===== src/vec_pkg.sv =====
package vec_pkg;

    //////////////////////////////////////////////////////////////////////
    // Data widths

    typedef logic [31:0] elem_t;     // One element per lane
    typedef logic [2:0]  vreg_idx_t; // Eight vector registers

    //////////////////////////////////////////////////////////////////////
    // Instruction set

    typedef enum logic [3:0] {
        OP_LOAD,
        OP_STORE,
        OP_ADD_VX,
        OP_SUB_VX,
        OP_AND_VX,
        OP_OR_VX,
        OP_XOR_VX,
        OP_ADD_VV,
        OP_SLIDE_UP,
        OP_SLIDE_DOWN,
        OP_REDSUM
    } opcode_t;

    // Write-back source in the lane
    typedef enum logic [1:0] {
        WB_ALU,
        WB_NET,  // Slide ring or reduction sum
        WB_LOAD
    } wb_src_t;

    typedef enum logic [2:0] {
        ALU_ADD,
        ALU_SUB,
        ALU_AND,
        ALU_OR,
        ALU_XOR
    } alu_op_t;

    // Rising edges from accept to ack high, accept edge counted as the first
    localparam int EXEC_LATENCY = 3;

endpackage

===== src/vec_ctrl_if.sv =====
interface vec_ctrl_if (
    input logic clk_i
);

    logic                issue;          // Operand read cycle
    logic                commit;         // Write-back cycle
    vec_pkg::alu_op_t    alu_op;
    vec_pkg::wb_src_t    wb_src;
    logic                wen;
    logic                wen_lane0_only; // Reduction result goes to element 0
    logic                store_en;
    logic                slide_up;
    logic                opb_vec;        // ALU operand b from vs2 instead of scalar
    vec_pkg::vreg_idx_t  vd;
    vec_pkg::vreg_idx_t  vs1;
    vec_pkg::vreg_idx_t  vs2;
    vec_pkg::elem_t      scalar;

    modport dec (
        output issue, commit, alu_op, wb_src, wen, wen_lane0_only, store_en,
        output slide_up, opb_vec, vd, vs1, vs2, scalar
    );

    modport lane (
        input issue, commit, alu_op, wb_src, wen, wen_lane0_only, store_en,
        input opb_vec, vd, vs1, vs2, scalar
    );

    modport net (input clk_i, commit, wb_src, wen_lane0_only, slide_up);

endinterface


===== src/vec_decode.sv =====
module vec_decode (
    input  logic                clk_i,
    input  logic                rst_n_i,
    input  logic                req_i,
    output logic                ack_o,
    input  vec_pkg::opcode_t    opcode_i,
    input  vec_pkg::vreg_idx_t  vd_i,
    input  vec_pkg::vreg_idx_t  vs1_i,
    input  vec_pkg::vreg_idx_t  vs2_i,
    input  vec_pkg::elem_t      scalar_i,
    output logic                store_valid_o,
    vec_ctrl_if.dec             ctrl
);

    typedef enum logic [1:0] {
        IDLE,
        READ,
        COMMIT,
        ACK
    } state_t;

    state_t            state_q;
    logic              accept;
    vec_pkg::alu_op_t  alu_op_d;
    vec_pkg::wb_src_t  wb_src_d;
    logic              wen_d;
    logic              lane0_d;
    logic              store_d;
    logic              slide_up_d;
    logic              opb_vec_d;

    assign accept = (state_q == IDLE) && req_i; // ack_o is low in IDLE

    //////////////////////////////////////////////////////////////////////
    // Opcode decode

    always_comb begin
        alu_op_d   = vec_pkg::ALU_ADD;
        wb_src_d   = vec_pkg::WB_ALU;
        wen_d      = 1'b1;
        lane0_d    = 1'b0;
        store_d    = 1'b0;
        slide_up_d = 1'b0;
        opb_vec_d  = 1'b0;
        case (opcode_i)
            vec_pkg::OP_LOAD:       wb_src_d = vec_pkg::WB_LOAD;
            vec_pkg::OP_STORE: begin
                wen_d   = 1'b0;
                store_d = 1'b1;
            end
            vec_pkg::OP_ADD_VX:     alu_op_d = vec_pkg::ALU_ADD;
            vec_pkg::OP_SUB_VX:     alu_op_d = vec_pkg::ALU_SUB;
            vec_pkg::OP_AND_VX:     alu_op_d = vec_pkg::ALU_AND;
            vec_pkg::OP_OR_VX:      alu_op_d = vec_pkg::ALU_OR;
            vec_pkg::OP_XOR_VX:     alu_op_d = vec_pkg::ALU_XOR;
            vec_pkg::OP_ADD_VV:     opb_vec_d = 1'b1;
            vec_pkg::OP_SLIDE_UP: begin
                wb_src_d   = vec_pkg::WB_NET;
                slide_up_d = 1'b1;
            end
            vec_pkg::OP_SLIDE_DOWN: wb_src_d = vec_pkg::WB_NET;
            vec_pkg::OP_REDSUM: begin
                wb_src_d = vec_pkg::WB_NET;
                lane0_d  = 1'b1;
            end
            default:                wen_d = 1'b0; // Unknown opcode, handshake only
        endcase
    end

    //////////////////////////////////////////////////////////////////////
    // Handshake FSM

    always_ff @(posedge clk_i or negedge rst_n_i) begin
        if (!rst_n_i) begin
            state_q <= IDLE;
        end else begin
            case (state_q)
                IDLE:    if (req_i) state_q <= READ;
                READ:    state_q <= COMMIT;
                COMMIT:  state_q <= ACK;
                ACK:     if (!req_i) state_q <= IDLE;
                default: state_q <= IDLE;
            endcase
        end
    end

    assign ctrl.issue  = (state_q == READ);
    assign ctrl.commit = (state_q == COMMIT);
    assign ack_o       = (state_q == ACK);

    always_ff @(posedge clk_i or negedge rst_n_i) begin
        if (!rst_n_i) begin
            ctrl.alu_op         <= vec_pkg::ALU_ADD;
            ctrl.wb_src         <= vec_pkg::WB_ALU;
            ctrl.wen            <= 1'b0;
            ctrl.wen_lane0_only <= 1'b0;
            ctrl.store_en       <= 1'b0;
            ctrl.slide_up       <= 1'b0;
            ctrl.opb_vec        <= 1'b0;
            store_valid_o       <= 1'b0;
        end else begin
            if (accept) begin
                ctrl.alu_op         <= alu_op_d;
                ctrl.wb_src         <= wb_src_d;
                ctrl.wen            <= wen_d;
                ctrl.wen_lane0_only <= lane0_d;
                ctrl.store_en       <= store_d;
                ctrl.slide_up       <= slide_up_d;
                ctrl.opb_vec        <= opb_vec_d;
                store_valid_o       <= 1'b0;
            end else if (ctrl.commit && ctrl.store_en) begin
                store_valid_o <= 1'b1; // Held until the next request
            end
        end
    end

    always_ff @(posedge clk_i) begin
        if (accept) begin
            ctrl.vd     <= vd_i;
            ctrl.vs1    <= vs1_i;
            ctrl.vs2    <= vs2_i;
            ctrl.scalar <= scalar_i;
        end
    end

    a_ack_needs_req: assert property (
        @(posedge clk_i) disable iff (!rst_n_i) $rose(ack_o) |-> req_i
    ) else $error("ack_o rose without a pending request");

    // Lanes read at issue, write at commit, ack lands on the write edge
    a_issue_to_ack: assert property (
        @(posedge clk_i) disable iff (!rst_n_i)
        ctrl.issue |-> ##(vec_pkg::EXEC_LATENCY - 2) ctrl.commit ##1 ack_o
    ) else $error("commit not followed by ack_o");

endmodule


===== src/flat_wrapper.sv =====
// flat-port wrapper written by rule: the top's interface ports become plain ports
module vec_decode_flat 
  (clk_i, rst_n_i, req_i, ack_o, opcode_i, vd_i, vs1_i, vs2_i, scalar_i, store_valid_o, ctrl_issue, ctrl_commit, ctrl_alu_op, ctrl_wb_src, ctrl_wen, ctrl_wen_lane0_only, ctrl_store_en, ctrl_slide_up, ctrl_opb_vec, ctrl_vd, ctrl_vs1, ctrl_vs2, ctrl_scalar);
  vec_ctrl_if ctrl_i (.clk_i(clk_i));
  input  logic clk_i;
  input  logic rst_n_i;
  input  logic req_i;
  output logic ack_o;
  input  vec_pkg::opcode_t opcode_i;
  input  vec_pkg::vreg_idx_t vd_i;
  input  vec_pkg::vreg_idx_t vs1_i;
  input  vec_pkg::vreg_idx_t vs2_i;
  input  vec_pkg::elem_t scalar_i;
  output logic store_valid_o;
  output wire logic [$bits(ctrl_i.issue)-1:0] ctrl_issue;
  output wire logic [$bits(ctrl_i.commit)-1:0] ctrl_commit;
  output wire logic [$bits(ctrl_i.alu_op)-1:0] ctrl_alu_op;
  output wire logic [$bits(ctrl_i.wb_src)-1:0] ctrl_wb_src;
  output wire logic [$bits(ctrl_i.wen)-1:0] ctrl_wen;
  output wire logic [$bits(ctrl_i.wen_lane0_only)-1:0] ctrl_wen_lane0_only;
  output wire logic [$bits(ctrl_i.store_en)-1:0] ctrl_store_en;
  output wire logic [$bits(ctrl_i.slide_up)-1:0] ctrl_slide_up;
  output wire logic [$bits(ctrl_i.opb_vec)-1:0] ctrl_opb_vec;
  output wire logic [$bits(ctrl_i.vd)-1:0] ctrl_vd;
  output wire logic [$bits(ctrl_i.vs1)-1:0] ctrl_vs1;
  output wire logic [$bits(ctrl_i.vs2)-1:0] ctrl_vs2;
  output wire logic [$bits(ctrl_i.scalar)-1:0] ctrl_scalar;
  assign ctrl_issue = ctrl_i.issue;
  assign ctrl_commit = ctrl_i.commit;
  assign ctrl_alu_op = ctrl_i.alu_op;
  assign ctrl_wb_src = ctrl_i.wb_src;
  assign ctrl_wen = ctrl_i.wen;
  assign ctrl_wen_lane0_only = ctrl_i.wen_lane0_only;
  assign ctrl_store_en = ctrl_i.store_en;
  assign ctrl_slide_up = ctrl_i.slide_up;
  assign ctrl_opb_vec = ctrl_i.opb_vec;
  assign ctrl_vd = ctrl_i.vd;
  assign ctrl_vs1 = ctrl_i.vs1;
  assign ctrl_vs2 = ctrl_i.vs2;
  assign ctrl_scalar = ctrl_i.scalar;
  vec_decode u_core (.clk_i(clk_i), .rst_n_i(rst_n_i), .req_i(req_i), .ack_o(ack_o), .opcode_i(opcode_i), .vd_i(vd_i), .vs1_i(vs1_i), .vs2_i(vs2_i), .scalar_i(scalar_i), .store_valid_o(store_valid_o), .ctrl(ctrl_i));
endmodule

===== config.mk =====
export PLATFORM = sky130hd
export DESIGN_NAME = vec_decode_flat
export DESIGN_NICKNAME = d
export VERILOG_FILES = /design/src/vec_pkg.sv /design/src/vec_ctrl_if.sv /design/src/vec_decode.sv /design/src/flat_wrapper.sv
export SDC_FILE = /design/constraint.sdc
export NUM_CORES = 1
export LEC_CHECK = 0
export BUFFER_PORTS_ARGS = -buffer_cell sky130_fd_sc_hd__buf_2
export CAP_MARGIN = 0
export CORE_MARGIN = 2
export CORE_UTILIZATION = 39
export CTS_CLUSTER_DIAMETER = 150
export DETAILED_ROUTE_END_ITERATION = 10
export PLACE_DENSITY = 0.81
export SYNTH_ARGS = -nofsm -noshare
export SYNTH_HDL_FRONTEND = slang
export SYNTH_SLANG_ARGS = --single-unit

===== constraint.sdc =====
create_clock -name clk_i -period 1.7 [get_ports clk_i]
set_input_delay 0.085 -clock clk_i [delete_from_list [all_inputs] [get_ports clk_i]]
set_output_delay 0.085 -clock clk_i [all_outputs]
set_load 0.1 [all_outputs]

==> impl_metrics.py <==
metrics = {
    "sta": {
        "hold_viol_final": 0,
        "finalMaxSlewViolations": 0,
        "worst_clock_skew_ns": 0.00600,
        "post-route-period-util": 0.928,
        "max_freq_ghz": 0.634,
        "worst_pin_slew_ns": 0.511,
        "setup_viol": 0,
        "rsz0062_at_grt": "no",
        "hold-worst-slack_ns": 0.0771,
        "max-slew-margin-rel": 0.662,
        "fin_tns_setup_ns": 0,
        "period_needed_ns": 1.58,
    },
    "logic_synthesis": {
        "synthesis.instances": 103,
        "yosys-top-cells-area": "edfxtp_1 66%, dfrtp_1 17%, ha_1 3.3%",
        "synth_top_area_frac": 0.659,
        "synth_area_sq_mm": 0.00187,
        "synth_warnings": 0,
        "ys_seq_area_frac": 0.833,
        "synth.avg_cell_area_sq_um": 18.1,
        "synth.distinct_cells": 23,
        "synth_top_area_cell": "edfxtp_1",
        "synth_seq_cells": 54,
        "synthesis.nets": 156,
    },
    "drt": {
        "viasPerCell": 4.61,
        "drc_errors": 0,
        "drtAntennaViolNets": 0,
        "drt-initial-drc-count": 71,
        "drt_pre_antenna_iters": 6,
        "wl_per_cell_microns": 15.5,
        "wl_microns": 4800,
        "dr_total_vias": 1424,
    },
    "setup_path": {
        "cp_cell_sequence": "inv_1 -> ha_1 -> buf_2",
        "cp_top_family": "buffers and inverters",
        "cp_slowest_stage_delay_ns": 0.44,
        "crit_buf_inv": 2,
        "critPathArrivalTime_ns": 1.49,
        "r2r_start": "u_core.state_q[0]",
        "crit_type": "flip-flop to output pin",
        "cp_slowest_cell": "buf_2",
        "crit_start": "u_core.state_q[0]",
        "critPathMaxFanout": 4,
        "required_ns": 1.62,
        "start_kind": "flip-flop",
        "cp-end-kind": "output pin",
    },
    "pwr": {
        "power_density_mw_per_mm2": 1890,
        "pwr-share-comb": 0.523,
        "clock_power_share": 0.145,
        "switching_share": 0.533,
        "switchingPower_mw": 3.02,
        "vdd_drop_max_uv": 1420,
        "p_leak_nw": 1.35,
        "cell_internal_pwr_mw": 2.65,
        "p_seq_frac": 0.332,
    },
    "clocking": {
        "clock_latency_ns": 0.29,
        "cts_buffer_depth": 2,
        "cts.sinks": 54,
        "cts_root_buffer": "clkbuf_8",
        "cts_buffers": 5,
        "cts.repair.resized": 0,
        "cts.clk_slew.worst_paths_ns": 0.09,
        "h-tree-depth": 2,
        "cts_tree": "yes",
        "hold_buffers": 42,
        "cts_setup_buffers": 0,
    },
    "job": {
        "drv_cap": 0,
    },
    "floorplanning": {
        "core_sq_mm": 0.00466,
        "die_w_microns": 73.2,
        "rows": 25,
        "fp.dieH_microns": 73.2,
        "start_util": 0.401,
        "die_area_sq_mm": 0.00536,
        "io_pins": 103,
    },
    "min_path": {
        "holdCritStartpoint": "opcode_i[3]",
        "hold_class": "input pin to flip-flop",
    },
    "finish": {
        "final_common_cell": "buf_2",
        "drive_gt1_frac": 0.467,
        "instances_no_fill": 309,
        "nets": 307,
        "final_cell_mix": "102 x buf_2, 42 x dlygate4sd3_1, 41 x edfxtp_1",
        "area_growth_syn_to_layout_pct": 60.6,
        "num_antenna_cells": 0,
        "n_fill_cell": 299,
        "final_util": 0.644,
    },
    "global_route": {
        "grt_usage": 0.176,
        "antenna_found_initial": 0,
        "grt_start_max_net_pins": 43,
        "grt_overflow_total": 0,
        "grt_pass1_vias": 1346,
        "grt_pass1_wl_microns": 6830,
    },
    "place": {
        "io_buffers": 102,
        "place_inst": 259,
        "place.gp.congestion": 0.815,
        "dp_hpwl_microns": 2880,
    },
    "run_status": {
        "status": "completed",
    },
}
sequential cells by signal, summed over array words and instances, names as in the netlist:
register and count:
u_core.ctrl.alu_op 3, u_core.ctrl.opb_vec 1, u_core.ctrl.scalar 32, u_core.ctrl.slide_up 1, u_core.ctrl.store_en 1, u_core.ctrl.vd 3
u_core.ctrl.vs1 3, u_core.ctrl.vs2 3, u_core.ctrl.wb_src 2, u_core.ctrl.wen 1, u_core.ctrl.wen_lane0_only 1, u_core.state_q 2
u_core.store_valid_o 1
path summary, 6_finish.rpt:
kind	end	slack, ns	cells after the start
max in group asynchronous	u_core.ctrl.wb_src[0]	1.28	2
worst min-delay path	u_core.ctrl.alu_op[0]	0.08	2
worst min register to register	u_core.ctrl.alu_op[2]	0.49	2
worst max-delay path	ctrl_commit	0.12	3
min in group asynchronous	u_core.state_q[0]	0.20	2
worst max register to register	u_core.ctrl.wen_lane0_only	0.16	6
per-stage QoR:
step	setup WS, ns	total power [mW]	area, sq um
after floorplan	0.0828	4.33	1870
after global placement	0.239	4.76	2470
after detailed placement	0.177	4.79	2470
after CTS	0.111	5.68	3000
after global routing	0.0477	5.86	3000
final	0.123	5.67	3000
power groups by stage:
stage               registers, mW  logic [mW]  clock network (mW)
finish                       1.88        2.96               0.822
global route                 1.92        3.06               0.887
CTS                          1.87        2.96               0.840
detailed placement           1.90        2.89                   0
global placement             1.89        2.87                   0
floorplan                    3.70       0.624                   0
layout make-up:
cell class                      instances  area, sq um  share of cell area
Sequential cell                        54         1560               0.519
Inverter                                5         21.3             0.00709
Clock inverter                          2         37.5              0.0125
Timing Repair Buffer                  146          958               0.319
Tap cell                               54         67.6              0.0225
Clock buffer                            6         72.6              0.0242
Multi-Input combinational cell         42          288              0.0959
logic make-up after synthesis:
group	share of synthesized area
buffers and inverters	0.0147
AO/OA/AOI/OAI	0.0596
multiplexers	0.00535
AND/OR/NAND/NOR	0.0495
flip-flops	0.833
XOR/XNOR	0.00469
adder cells (fa/ha/maj)	0.0335
worst register-to-register path: cells and delay by family, from the launching register on:
| family | cells | cell delay (ns) |
|---|---|---|
| compound gates | 1 | 0.25 |
| simple gates | 2 | 0.39 |
| fa+ha+maj | 1 | 0.24 |
| flops | 1 | 0.39 |
| buf+inv | 2 | 0.16 |
synth_stat cells:
| master | number |
|---|---|
| nor3_1 | 1 |
| o21ai_2 | 2 |
| a22o_1 | 3 |
| a32o_1 | 1 |
| buf_2 | 1 |
| and2_0 | 1 |
| a21oi_1 | 2 |
| nor2_1 | 3 |
| mux2i_1 | 1 |
| o21ai_0 | 6 |
| edfxtp_1 | 41 |
| dfrtp_1 | 13 |
| or3_4 | 1 |
| inv_2 | 2 |
| nand2_1 | 10 |
| xnor2_1 | 1 |
| clkbuf_1 | 1 |
| nand2_2 | 1 |
| ha_1 | 5 |
| inv_1 | 3 |
| and3_2 | 1 |
| o41ai_1 | 2 |
| nand3b_1 | 1 |
per-layer routing:
layer  up-vias  share of wire  GRT usage
met3         8          0.090     0.0525
met1       656           0.41      0.211
li1        679              -          -
met2        81           0.48      0.299
met5         -              0          0
met4         0          0.018     0.0658
No activity file was read; power rests on OpenSTA's default activity.
