## src/vec_pkg.sv

```systemverilog
package vec_pkg;

    //////////////////////////////////////////////////////////////////////
    // Data widths

    typedef logic [31:0] elem_t;     // One element per lane
    typedef logic [2:0]  vreg_idx_t; // Eight vector registers

    //////////////////////////////////////////////////////////////////////
    // Instruction set

    typedef enum logic [3:0] {
        OP_LOAD,
        OP_STORE,
        OP_ADD_VX,
        OP_SUB_VX,
        OP_AND_VX,
        OP_OR_VX,
        OP_XOR_VX,
        OP_ADD_VV,
        OP_SLIDE_UP,
        OP_SLIDE_DOWN,
        OP_REDSUM
    } opcode_t;

    // Write-back source in the lane
    typedef enum logic [1:0] {
        WB_ALU,
        WB_NET,  // Slide ring or reduction sum
        WB_LOAD
    } wb_src_t;

    typedef enum logic [2:0] {
        ALU_ADD,
        ALU_SUB,
        ALU_AND,
        ALU_OR,
        ALU_XOR
    } alu_op_t;

    // Rising edges from accept to ack high, accept edge counted as the first
    localparam int EXEC_LATENCY = 3;

endpackage
```

## src/vec_ctrl_if.sv

```systemverilog
interface vec_ctrl_if (
    input logic clk_i
);

    logic                issue;          // Operand read cycle
    logic                commit;         // Write-back cycle
    vec_pkg::alu_op_t    alu_op;
    vec_pkg::wb_src_t    wb_src;
    logic                wen;
    logic                wen_lane0_only; // Reduction result goes to element 0
    logic                store_en;
    logic                slide_up;
    logic                opb_vec;        // ALU operand b from vs2 instead of scalar
    vec_pkg::vreg_idx_t  vd;
    vec_pkg::vreg_idx_t  vs1;
    vec_pkg::vreg_idx_t  vs2;
    vec_pkg::elem_t      scalar;

    modport dec (
        output issue, commit, alu_op, wb_src, wen, wen_lane0_only, store_en,
        output slide_up, opb_vec, vd, vs1, vs2, scalar
    );

    modport lane (
        input issue, commit, alu_op, wb_src, wen, wen_lane0_only, store_en,
        input opb_vec, vd, vs1, vs2, scalar
    );

    modport net (input clk_i, commit, wb_src, wen_lane0_only, slide_up);

endinterface

```

## src/vec_result.sv

```systemverilog
module vec_result #(
    parameter int VLANE_NUM = 8
) (
    vec_ctrl_if.net                         ctrl,
    input  vec_pkg::elem_t [VLANE_NUM-1:0]  operand_i,
    output vec_pkg::elem_t [VLANE_NUM-1:0]  net_o
);

    vec_pkg::elem_t [VLANE_NUM-1:0]  ring;
    vec_pkg::elem_t                  sum;

    //////////////////////////////////////////////////////////////////////
    // Slide ring, one lane with wrap

    always_comb begin
        if (ctrl.slide_up) begin
            // Lane i takes lane i-1
            ring[0] = operand_i[VLANE_NUM-1];
            for (int i = 1; i < VLANE_NUM; i++) begin
                ring[i] = operand_i[i-1];
            end
        end else begin
            // Lane i takes lane i+1
            for (int i = 0; i < VLANE_NUM - 1; i++) begin
                ring[i] = operand_i[i+1];
            end
            ring[VLANE_NUM-1] = operand_i[0];
        end
    end

    //////////////////////////////////////////////////////////////////////
    // Reduction

    always_comb begin
        sum = operand_i[0];
        for (int i = 1; i < VLANE_NUM; i++) begin
            sum = sum + operand_i[i]; // Wraps at 32 bits
        end
    end

    always_comb begin
        net_o = ring;
        if (ctrl.wen_lane0_only) begin
            net_o[0] = sum;
        end
    end

    a_lane0_takes_net: assert property (
        @(posedge ctrl.clk_i)
        (ctrl.commit && ctrl.wen_lane0_only) |-> (ctrl.wb_src == vec_pkg::WB_NET)
    ) else $error("reduction write-back not sourced from the result network");

endmodule

```

## src/flat_wrapper.sv

```systemverilog
// flat-port wrapper written by rule: the top's interface ports become plain ports
module vec_result_flat 
#(
    parameter int VLANE_NUM = 8
)
  (operand_i, net_o, clk_i, ctrl_commit, ctrl_wb_src, ctrl_wen_lane0_only, ctrl_slide_up);
  vec_ctrl_if ctrl_i (.clk_i(clk_i));
  input  vec_pkg::elem_t [VLANE_NUM-1:0] operand_i;
  output vec_pkg::elem_t [VLANE_NUM-1:0] net_o;
  input wire logic clk_i;
  input wire logic [$bits(ctrl_i.commit)-1:0] ctrl_commit;
  input wire logic [$bits(ctrl_i.wb_src)-1:0] ctrl_wb_src;
  input wire logic [$bits(ctrl_i.wen_lane0_only)-1:0] ctrl_wen_lane0_only;
  input wire logic [$bits(ctrl_i.slide_up)-1:0] ctrl_slide_up;
  assign ctrl_i.commit = ctrl_commit;
  assign ctrl_i.wb_src = ctrl_wb_src;
  assign ctrl_i.wen_lane0_only = ctrl_wen_lane0_only;
  assign ctrl_i.slide_up = ctrl_slide_up;
  vec_result #(.VLANE_NUM(VLANE_NUM)) u_core (.ctrl(ctrl_i), .operand_i(operand_i), .net_o(net_o));
endmodule
```

## config.mk

```make
export PLATFORM = sky130hd
export DESIGN_NAME = vec_result_flat
export DESIGN_NICKNAME = d
export VERILOG_FILES = /design/src/vec_pkg.sv /design/src/vec_ctrl_if.sv /design/src/vec_result.sv /design/src/flat_wrapper.sv
export SDC_FILE = /design/constraint.sdc
export NUM_CORES = 1
export LEC_CHECK = 0
export BUFFER_PORTS_ARGS = -buffer_cell sky130_fd_sc_hd__buf_2
export CORE_AREA = 2 2 199 201
export DETAILED_ROUTE_END_ITERATION = 8
export DIE_AREA = 0 0 201 203
export GPL_ROUTABILITY_DRIVEN = 0
export GPL_TIMING_DRIVEN = 1
export SKIP_LAST_GASP = 1
export SLEW_MARGIN = 10
export SYNTH_ARGS = -nofsm -noshare
export SYNTH_HDL_FRONTEND = slang
export SYNTH_SLANG_ARGS = --single-unit
```

## constraint.sdc

```tcl
create_clock -name vclk -period 6.1
set_input_delay 0.61 -clock vclk [all_inputs]
set_output_delay 0.61 -clock vclk [all_outputs]
set_load 0.005 [all_outputs]
```

==> impl_metrics.yaml, run 1 <==
logic_synthesis:
  post_synth_fa_ha_maj_area_fraction_pct: 42.51
  xor_xnor_fraction_of_synth_area_pct: 2.565
  synth_top_family_by_area: "adder cells"
  yosys.cell_types.count: 52
  synth_compound_gate_area_share_pct: 17.55
  synthesis.area_mm2: 0.009560
  mean_instance_size_in_the_synthesized_netlist_um2: 7.265
  synth.mux.area_fraction_pct: 8.795
  yosys-top-cells-area: "sky130_fd_sc_hd__fa_1, sky130_fd_sc_hd__inv_1, sky130_fd_sc_hd__o21ai_0"
  yosysSeqAreaShare_pct: 0
  synth_area_leader_cell: "sky130_fd_sc_hd__fa_1"
  postSynthCellCount: 1316
  synthesized_netlist_net_count: 1793
  yosys.area_share.simple_pct: 11.35
  synthesis.yosys.warnings: 0
  synth_largest_type_area_fraction_pct: 38.32
floorplanning:
  dieWidth_um: 201
  start_util_pct: 24.85
  number_of_rows_in_the_core_area: 72
  pin_count: 518
  fp.dieH_um: 203
  die_area_mm2: 0.04080
  placeableCoreArea_mm2: 0.03847
layout:
  clock_buffers: 0
  final_cells: 2305
  final_layout_size_suffix_gt1_share_pct: 34.12
  syn_to_final_growth_pct: 33.80
  utilization_pct: 33.26
  numSequentialCells: 0
  design.final.nets: 2264
  layout.area.seq_um2: 0
routing:
  routed_via_density: 4.341
  wire_per_inst_um: 14.77
  drt_first_iter_violations: 435
  detailroute.via_count: 10010
  wl_mm: 34.04
  drc: 0
  drt-pass1-iter-count: 5
  drt.antenna.violating_nets: 0
placement:
  detailedPlace.worstSlack_ns: -0.1113
  port-buffer-count: 514
  placedCellCount: 2302
  place.detailed.hpwl_mm: 30.86
worst_setup_path:
  critical_path.top_delay_family: "adder cells"
  cpPeakStageDelay_ns: 0.54
  critPathMostFrequentCell: "sky130_fd_sc_hd__fa_1"
  worstSetupEndpointType: "primary output"
  crit_required_ns: 5.49
  critical_path.slowest_cell: "sky130_fd_sc_hd__fa_1"
  worst-setup-path-type: "input port to primary output"
  critical_path_cell_list: "buf_6, inv_2, fa_1, inv_2, fa_1, fa_1, inv_1, fa_1, inv_1, ha_2, inv_2, fa_2, nor2b_4, o211ai_4, a211oi_4, o2111a_2, o211ai_4, a211oi_2, o21ai_1, a31o_1, buf_2"
  worst-path-buf-inv: 7
  timing.critical_path.fanout_max: 3
  timing.critical_path.from_type: "input port"
  critPathArrivalTime_ns: 5.29
grt:
  antenna_found_initial: 3
  global_route_congestion_overflow_total: 0
  grt_pass1_vias: 10190
  grt_start_max_net_pins: 155
  groute.usage.overall_pct: 15.92
  global_route_wire_length_before_repair_mm: 52.77
sta:
  max_clock_freq_ghz: 0.1695
  grt_setup_unrepaired: "true"
  timing.final.setup_violations: 0
  timing.final.hold_violations: 0
  final_period_minus_worst_setup_slack_ns: 5.900
  min_period_over_period_pct: 96.72
  least_margin_pin_slew_ns: 0.8664
  max-slew-margin-rel_pct: 42.24
  timing.final.ws_setup_ns: 0.2002
  whs_ns: 1.502
  slew_viol_final: 0
power:
  power.leakage_nw: 7.226
  power.ir.vdd_worst_uv: 225.3
  power_density_mw_per_mm2: 401.1
  post-layout-total-power_mw: 5.130
hold_path:
  worstHoldPathType: "input port to primary output"
status:
  result_of_the_run: "complete, no violations"
run:
  max-cap-violations: 0
clocking:
  post_cts_hold_buffer_count: 0
repair_timing:
action | CTS | global route
buffers inserted | 0 | 2
pin swaps | 0 | 14
setup endpoints to repair | 3 | 9
gates resized for setup | 4 | 23
stage by stage:
stage / area (µm²) / setup TNS [ns]
floorplan: 9560 / 0
global placement: 12690 / -0.05493
detailed placement: 12690 / -0.2269
CTS: 12700 / 0
global route: 12790 / -0.04240
finish: 12790 / 0
cell families after synthesis:
kind of cell	count (synthesis)
and+or+nand+nor	263
xor gates and xnor gates	28
buffers and inverters	439
adders and majority gates	215
muxes	77
AOI/OAI and AO/OA	294
routing by layer:
metal	part of all wire, %	wire [µm]	vias up	GRT usage, %
met5	0.021	7	-	0
met4	2.5	857	2	3.201
met3	5.8	1963	32	1.942
met2	52	17560	336	30.51
met1	40	13650	4666	18.96
li1	-	-	4969	-
synth_stat cells, types with 17 or more instances:
master,instances
sky130_fd_sc_hd__mux2_2,56
sky130_fd_sc_hd__nor2_1,27
sky130_fd_sc_hd__inv_1,382
sky130_fd_sc_hd__ha_1,32
sky130_fd_sc_hd__a211oi_1,17
sky130_fd_sc_hd__mux2i_1,21
sky130_fd_sc_hd__a21oi_1,25
sky130_fd_sc_hd__nand2_1,195
sky130_fd_sc_hd__fa_1,183
sky130_fd_sc_hd__o21ai_0,196
sky130_fd_sc_hd__xnor2_1,18
sky130_fd_sc_hd__clkbuf_1,48
path summary, 6_finish.rpt:
kind / from / endpoint / slack (ns) / depth (start not counted)
worst min-delay path: operand_i[77] / net_o[109] / 1.50 / 4
worst max-delay path: operand_i[34] / net_o[28] / 0.20 / 21
area by class of cell:
type / instances / area [µm²]
tap: 518 / 648.1
inverter: 382 / 1434
fill: 4205 / 25670
antenna: 2 / 5.005
timing repair buffer: 526 / 2713
multi-input combinational: 877 / 7993
where the power goes:
part / internal, mW / switching (mW) / leakage, nW
combinational: 2.20 / 2.93 / 7.23
clock: 0.0000000439 / 0 / 0.0000127
sequential: 0 / 0 / 0
total: 2.20 / 2.93 / 7.23
layout by cell type (no fill, tap or decap), types with 7 or more instances in the layout:
cell and instances:
sky130_fd_sc_hd__buf_2 510, sky130_fd_sc_hd__inv_1 377, sky130_fd_sc_hd__o21ai_0 195, sky130_fd_sc_hd__nand2_1 195
sky130_fd_sc_hd__fa_1 182, sky130_fd_sc_hd__mux2_2 56, sky130_fd_sc_hd__ha_1 31, sky130_fd_sc_hd__nor2_1 25
sky130_fd_sc_hd__a21oi_1 25, sky130_fd_sc_hd__mux2i_1 21, sky130_fd_sc_hd__xnor2_1 18, sky130_fd_sc_hd__a211oi_1 15
sky130_fd_sc_hd__buf_4 11, sky130_fd_sc_hd__xor2_1 10, sky130_fd_sc_hd__a21o_1 9, sky130_fd_sc_hd__o21ai_1 9
sky130_fd_sc_hd__nor3_1 9, sky130_fd_sc_hd__nand3_1 7
(Power assumes the default switching activity.)
==> run 2: changes to the inputs <==
--- a/config.mk
+++ b/config.mk
@@ -5,10 +5,11 @@
 export SDC_FILE = /design/constraint.sdc
 export NUM_CORES = 1
 export LEC_CHECK = 0
+export ABC_AREA = 1
 export BUFFER_PORTS_ARGS = -buffer_cell sky130_fd_sc_hd__buf_2
-export CORE_AREA = 2 2 199 201
+export CORE_AREA = 2 2 200 202
 export DETAILED_ROUTE_END_ITERATION = 8
-export DIE_AREA = 0 0 201 203
+export DIE_AREA = 0 0 202 204
 export GPL_ROUTABILITY_DRIVEN = 0
 export GPL_TIMING_DRIVEN = 1
 export SKIP_LAST_GASP = 1
==> impl_metrics.yaml, run 2 <==
status:
  result_of_the_run: "complete, no violations"
layout:
  layout.cells.most_common: "sky130_fd_sc_hd__buf_2"
  final_layout_size_suffix_gt1_share_pct: 26.11
  clock_buffers: 0
  design.final.nets: 2601
  final_cell_mix: "sky130_fd_sc_hd__buf_2, sky130_fd_sc_hd__inv_1, sky130_fd_sc_hd__nand2_1"
  layout.area.seq_um2: 0
  num-fill-cells: 4376
  antennaDiodeCount: 0
  numSequentialCells: 0
  syn_to_final_growth_pct: 29.26
logic_synthesis:
  synthesized_netlist_net_count: 2144
  mean_instance_size_in_the_synthesized_netlist_um2: 6.174
  synth_largest_type_area_fraction_pct: 35.59
  yosys.cell_types.count: 33
  postSynthCellCount: 1667
  synthesis.area_mm2: 0.01029
  synthesis.yosys.warnings: 0
  yosys-top-cells-area: "sky130_fd_sc_hd__fa_1, sky130_fd_sc_hd__inv_1, sky130_fd_sc_hd__nand2_1"
  yosysSeqAreaShare_pct: 0
  synthTopCellsByCount: "sky130_fd_sc_hd__inv_1, sky130_fd_sc_hd__nand2_1, sky130_fd_sc_hd__o21ai_0"
  most_frequently_used_cell_type_in_the_post_synthesis_netlist: "sky130_fd_sc_hd__inv_1"
  synth_area_leader_cell: "sky130_fd_sc_hd__fa_1"
routing:
  wl_mm: 37.92
  wl_met3_mm: 1.959
  routedLengthMet1_mm: 15.85
  drt.antenna.violating_nets: 0
  drc: 0
  drt_first_iter_violations: 621
  routed_via_density: 4.418
  wire_per_inst_um: 14.32
  drt-pass1-iter-count: 5
  routed-wl-met2_mm: 19.44
  detailroute.via_count: 11700
  top_layer: "met5"
sta:
  timing.final.setup_violations: 0
  timing.final.ws_setup_ns: 0.5273
  slew_viol_final: 0
  max_clock_freq_ghz: 0.1794
  max-slew-margin-rel_pct: 36.97
  whs_ns: 1.504
  grt_setup_unrepaired: "false"
  fin_setup_tns_ns: 0
  min_period_over_period_pct: 91.36
  final_period_minus_worst_setup_slack_ns: 5.573
  least_margin_pin_slew_ns: 0.9454
  timing.final.hold_violations: 0
placement:
  place.detailed.hpwl_mm: 33.92
  detailedPlace.worstSlack_ns: 0.4811
  port-buffer-count: 514
worst_setup_path:
  crit_required_ns: 5.49
  critPathArrivalTime_ns: 4.96
  worstSetupEndpointType: "primary output"
  timing.critical_path.from_type: "input port"
  worst-setup-path-type: "input port to primary output"
  timing.critical_path.fanout_max: 6
grt:
  global_route_wire_length_before_repair_mm: 58.79
  grt_pass1_vias: 11440
  groute.usage.overall_pct: 17.56
  global_route_congestion_overflow_total: 0
  antenna_found_initial: 1
  grt_start_max_net_pins: 247
hold_path:
  worstHoldPathType: "input port to primary output"
run:
  max-cap-violations: 0
floorplanning:
  pin_count: 518
  dieWidth_um: 202
  number_of_rows_in_the_core_area: 73
  placeableCoreArea_mm2: 0.03918
  start_util_pct: 26.27
  die_area_mm2: 0.04121
  fp.dieH_um: 204
power:
  p_switching_mw: 3.736
  post-layout-total-power_mw: 5.786
  power.share.combinational_pct: 100.0
  power.clock.fraction_pct: 0
  internal-power_mw: 2.051
  seq_power_share_pct: 0
  power.leakage_nw: 7.983
  power_density_mw_per_mm2: 434.9
  sw_frac_of_total_pct: 64.56
  power.ir.vdd_worst_uv: 215.1
clocking:
  post_cts_hold_buffer_count: 0
  setup_buffers_after_cts: 0
  cts_resized: 0
==> run 2: changes by cell type after synthesis, moves of 30 or more <==
| cell | delta |
|---|---|
| sky130_fd_sc_hd__mux2_2 | -56 |
| sky130_fd_sc_hd__a21oi_1 | +42 |
| sky130_fd_sc_hd__inv_1 | +88 |
| sky130_fd_sc_hd__o21ai_0 | +68 |
| sky130_fd_sc_hd__nand2_1 | +214 |
| sky130_fd_sc_hd__buf_2 | +30 |
| sky130_fd_sc_hd__nand3_1 | +38 |
==> run 2: worst paths after layout <==
| check | from | to | slack, ns | depth (start not counted) |
|---|---|---|---|---|
| min | operand_i[177] | net_o[209] | 1.50 | 4 |
| max | operand_i[98] | net_o[30] | 0.53 | 20 |
==> run 2: cell type report <==
class | instances | area (µm²) | share of cell area (%)
Tap cell | 525 | 656.9 | 4.937
Multi-Input combinational cell | 1127 | 8228 | 61.85
Inverter | 476 | 1787 | 13.43
Timing Repair Buffer | 519 | 2633 | 19.79
==> run 2: power by group through the flow <==
stage               Sequential [mW]  Combinational, mW  Clock, mW
floorplan                         0               3.90          0
CTS                               0               5.91          0
global route                      0               6.65          0
detailed placement                0               5.88          0
finish                            0               5.79          0
global placement                  0               5.85          0
==> run 2: layer usage <==
| layer | vias to the layer above | track usage (%) |
|---|---|---|
| li1 | 5857 | - |
| met1 | 5342 | 22.12 |
| met2 | 457 | 33.28 |
| met3 | 37 | 1.132 |
| met4 | 2 | 2.810 |
| met5 | - | 0 |
==> run 2: per-stage QoR <==
| step | util [%] | area, µm² | instances |
|---|---|---|---|
| 2_1_floorplan | - | 10290 | 1667 |
| 3_3_place_gp | 33.95 | 13300 | 2647 |
| 3_5_place_dp | 33.95 | 13300 | 2647 |
| 4_1_cts | 33.95 | 13300 | 2647 |
| 5_1_grt | 33.95 | 13300 | 2647 |
| 6_report | 33.95 | 13300 | 2647 |
==> run 2: worst max-delay path, stage by stage <==
cell	delay [ns]
sky130_fd_sc_hd__buf_2	0.09
sky130_fd_sc_hd__inv_1	0.06
sky130_fd_sc_hd__fa_1	0.55
sky130_fd_sc_hd__inv_1	0.06
sky130_fd_sc_hd__fa_1	0.49
sky130_fd_sc_hd__fa_1	0.49
sky130_fd_sc_hd__inv_1	0.05
sky130_fd_sc_hd__fa_1	0.42
sky130_fd_sc_hd__inv_1	0.06
sky130_fd_sc_hd__ha_1	0.22
sky130_fd_sc_hd__inv_1	0.11
sky130_fd_sc_hd__fa_1	0.50
sky130_fd_sc_hd__o21ai_2	0.33
sky130_fd_sc_hd__nand2_1	0.11
sky130_fd_sc_hd__nand3_2	0.13
sky130_fd_sc_hd__nand2_1	0.09
sky130_fd_sc_hd__nand3_1	0.09
sky130_fd_sc_hd__nand3_1	0.21
sky130_fd_sc_hd__nand2_1	0.14
sky130_fd_sc_hd__buf_2	0.12
==> run 2: cell families (layout without fill, tap and decap cells) <==
logic type | count (synthesis) | in the layout | share of synthesized area [%]
simple gates | 544 | 544 | 21.64
buf+inv | 540 | 995 | 20.06
compound gates | 357 | 357 | 17.88
fa+ha+maj | 215 | 215 | 39.48
xor+xnor | 11 | 11 | 0.9361
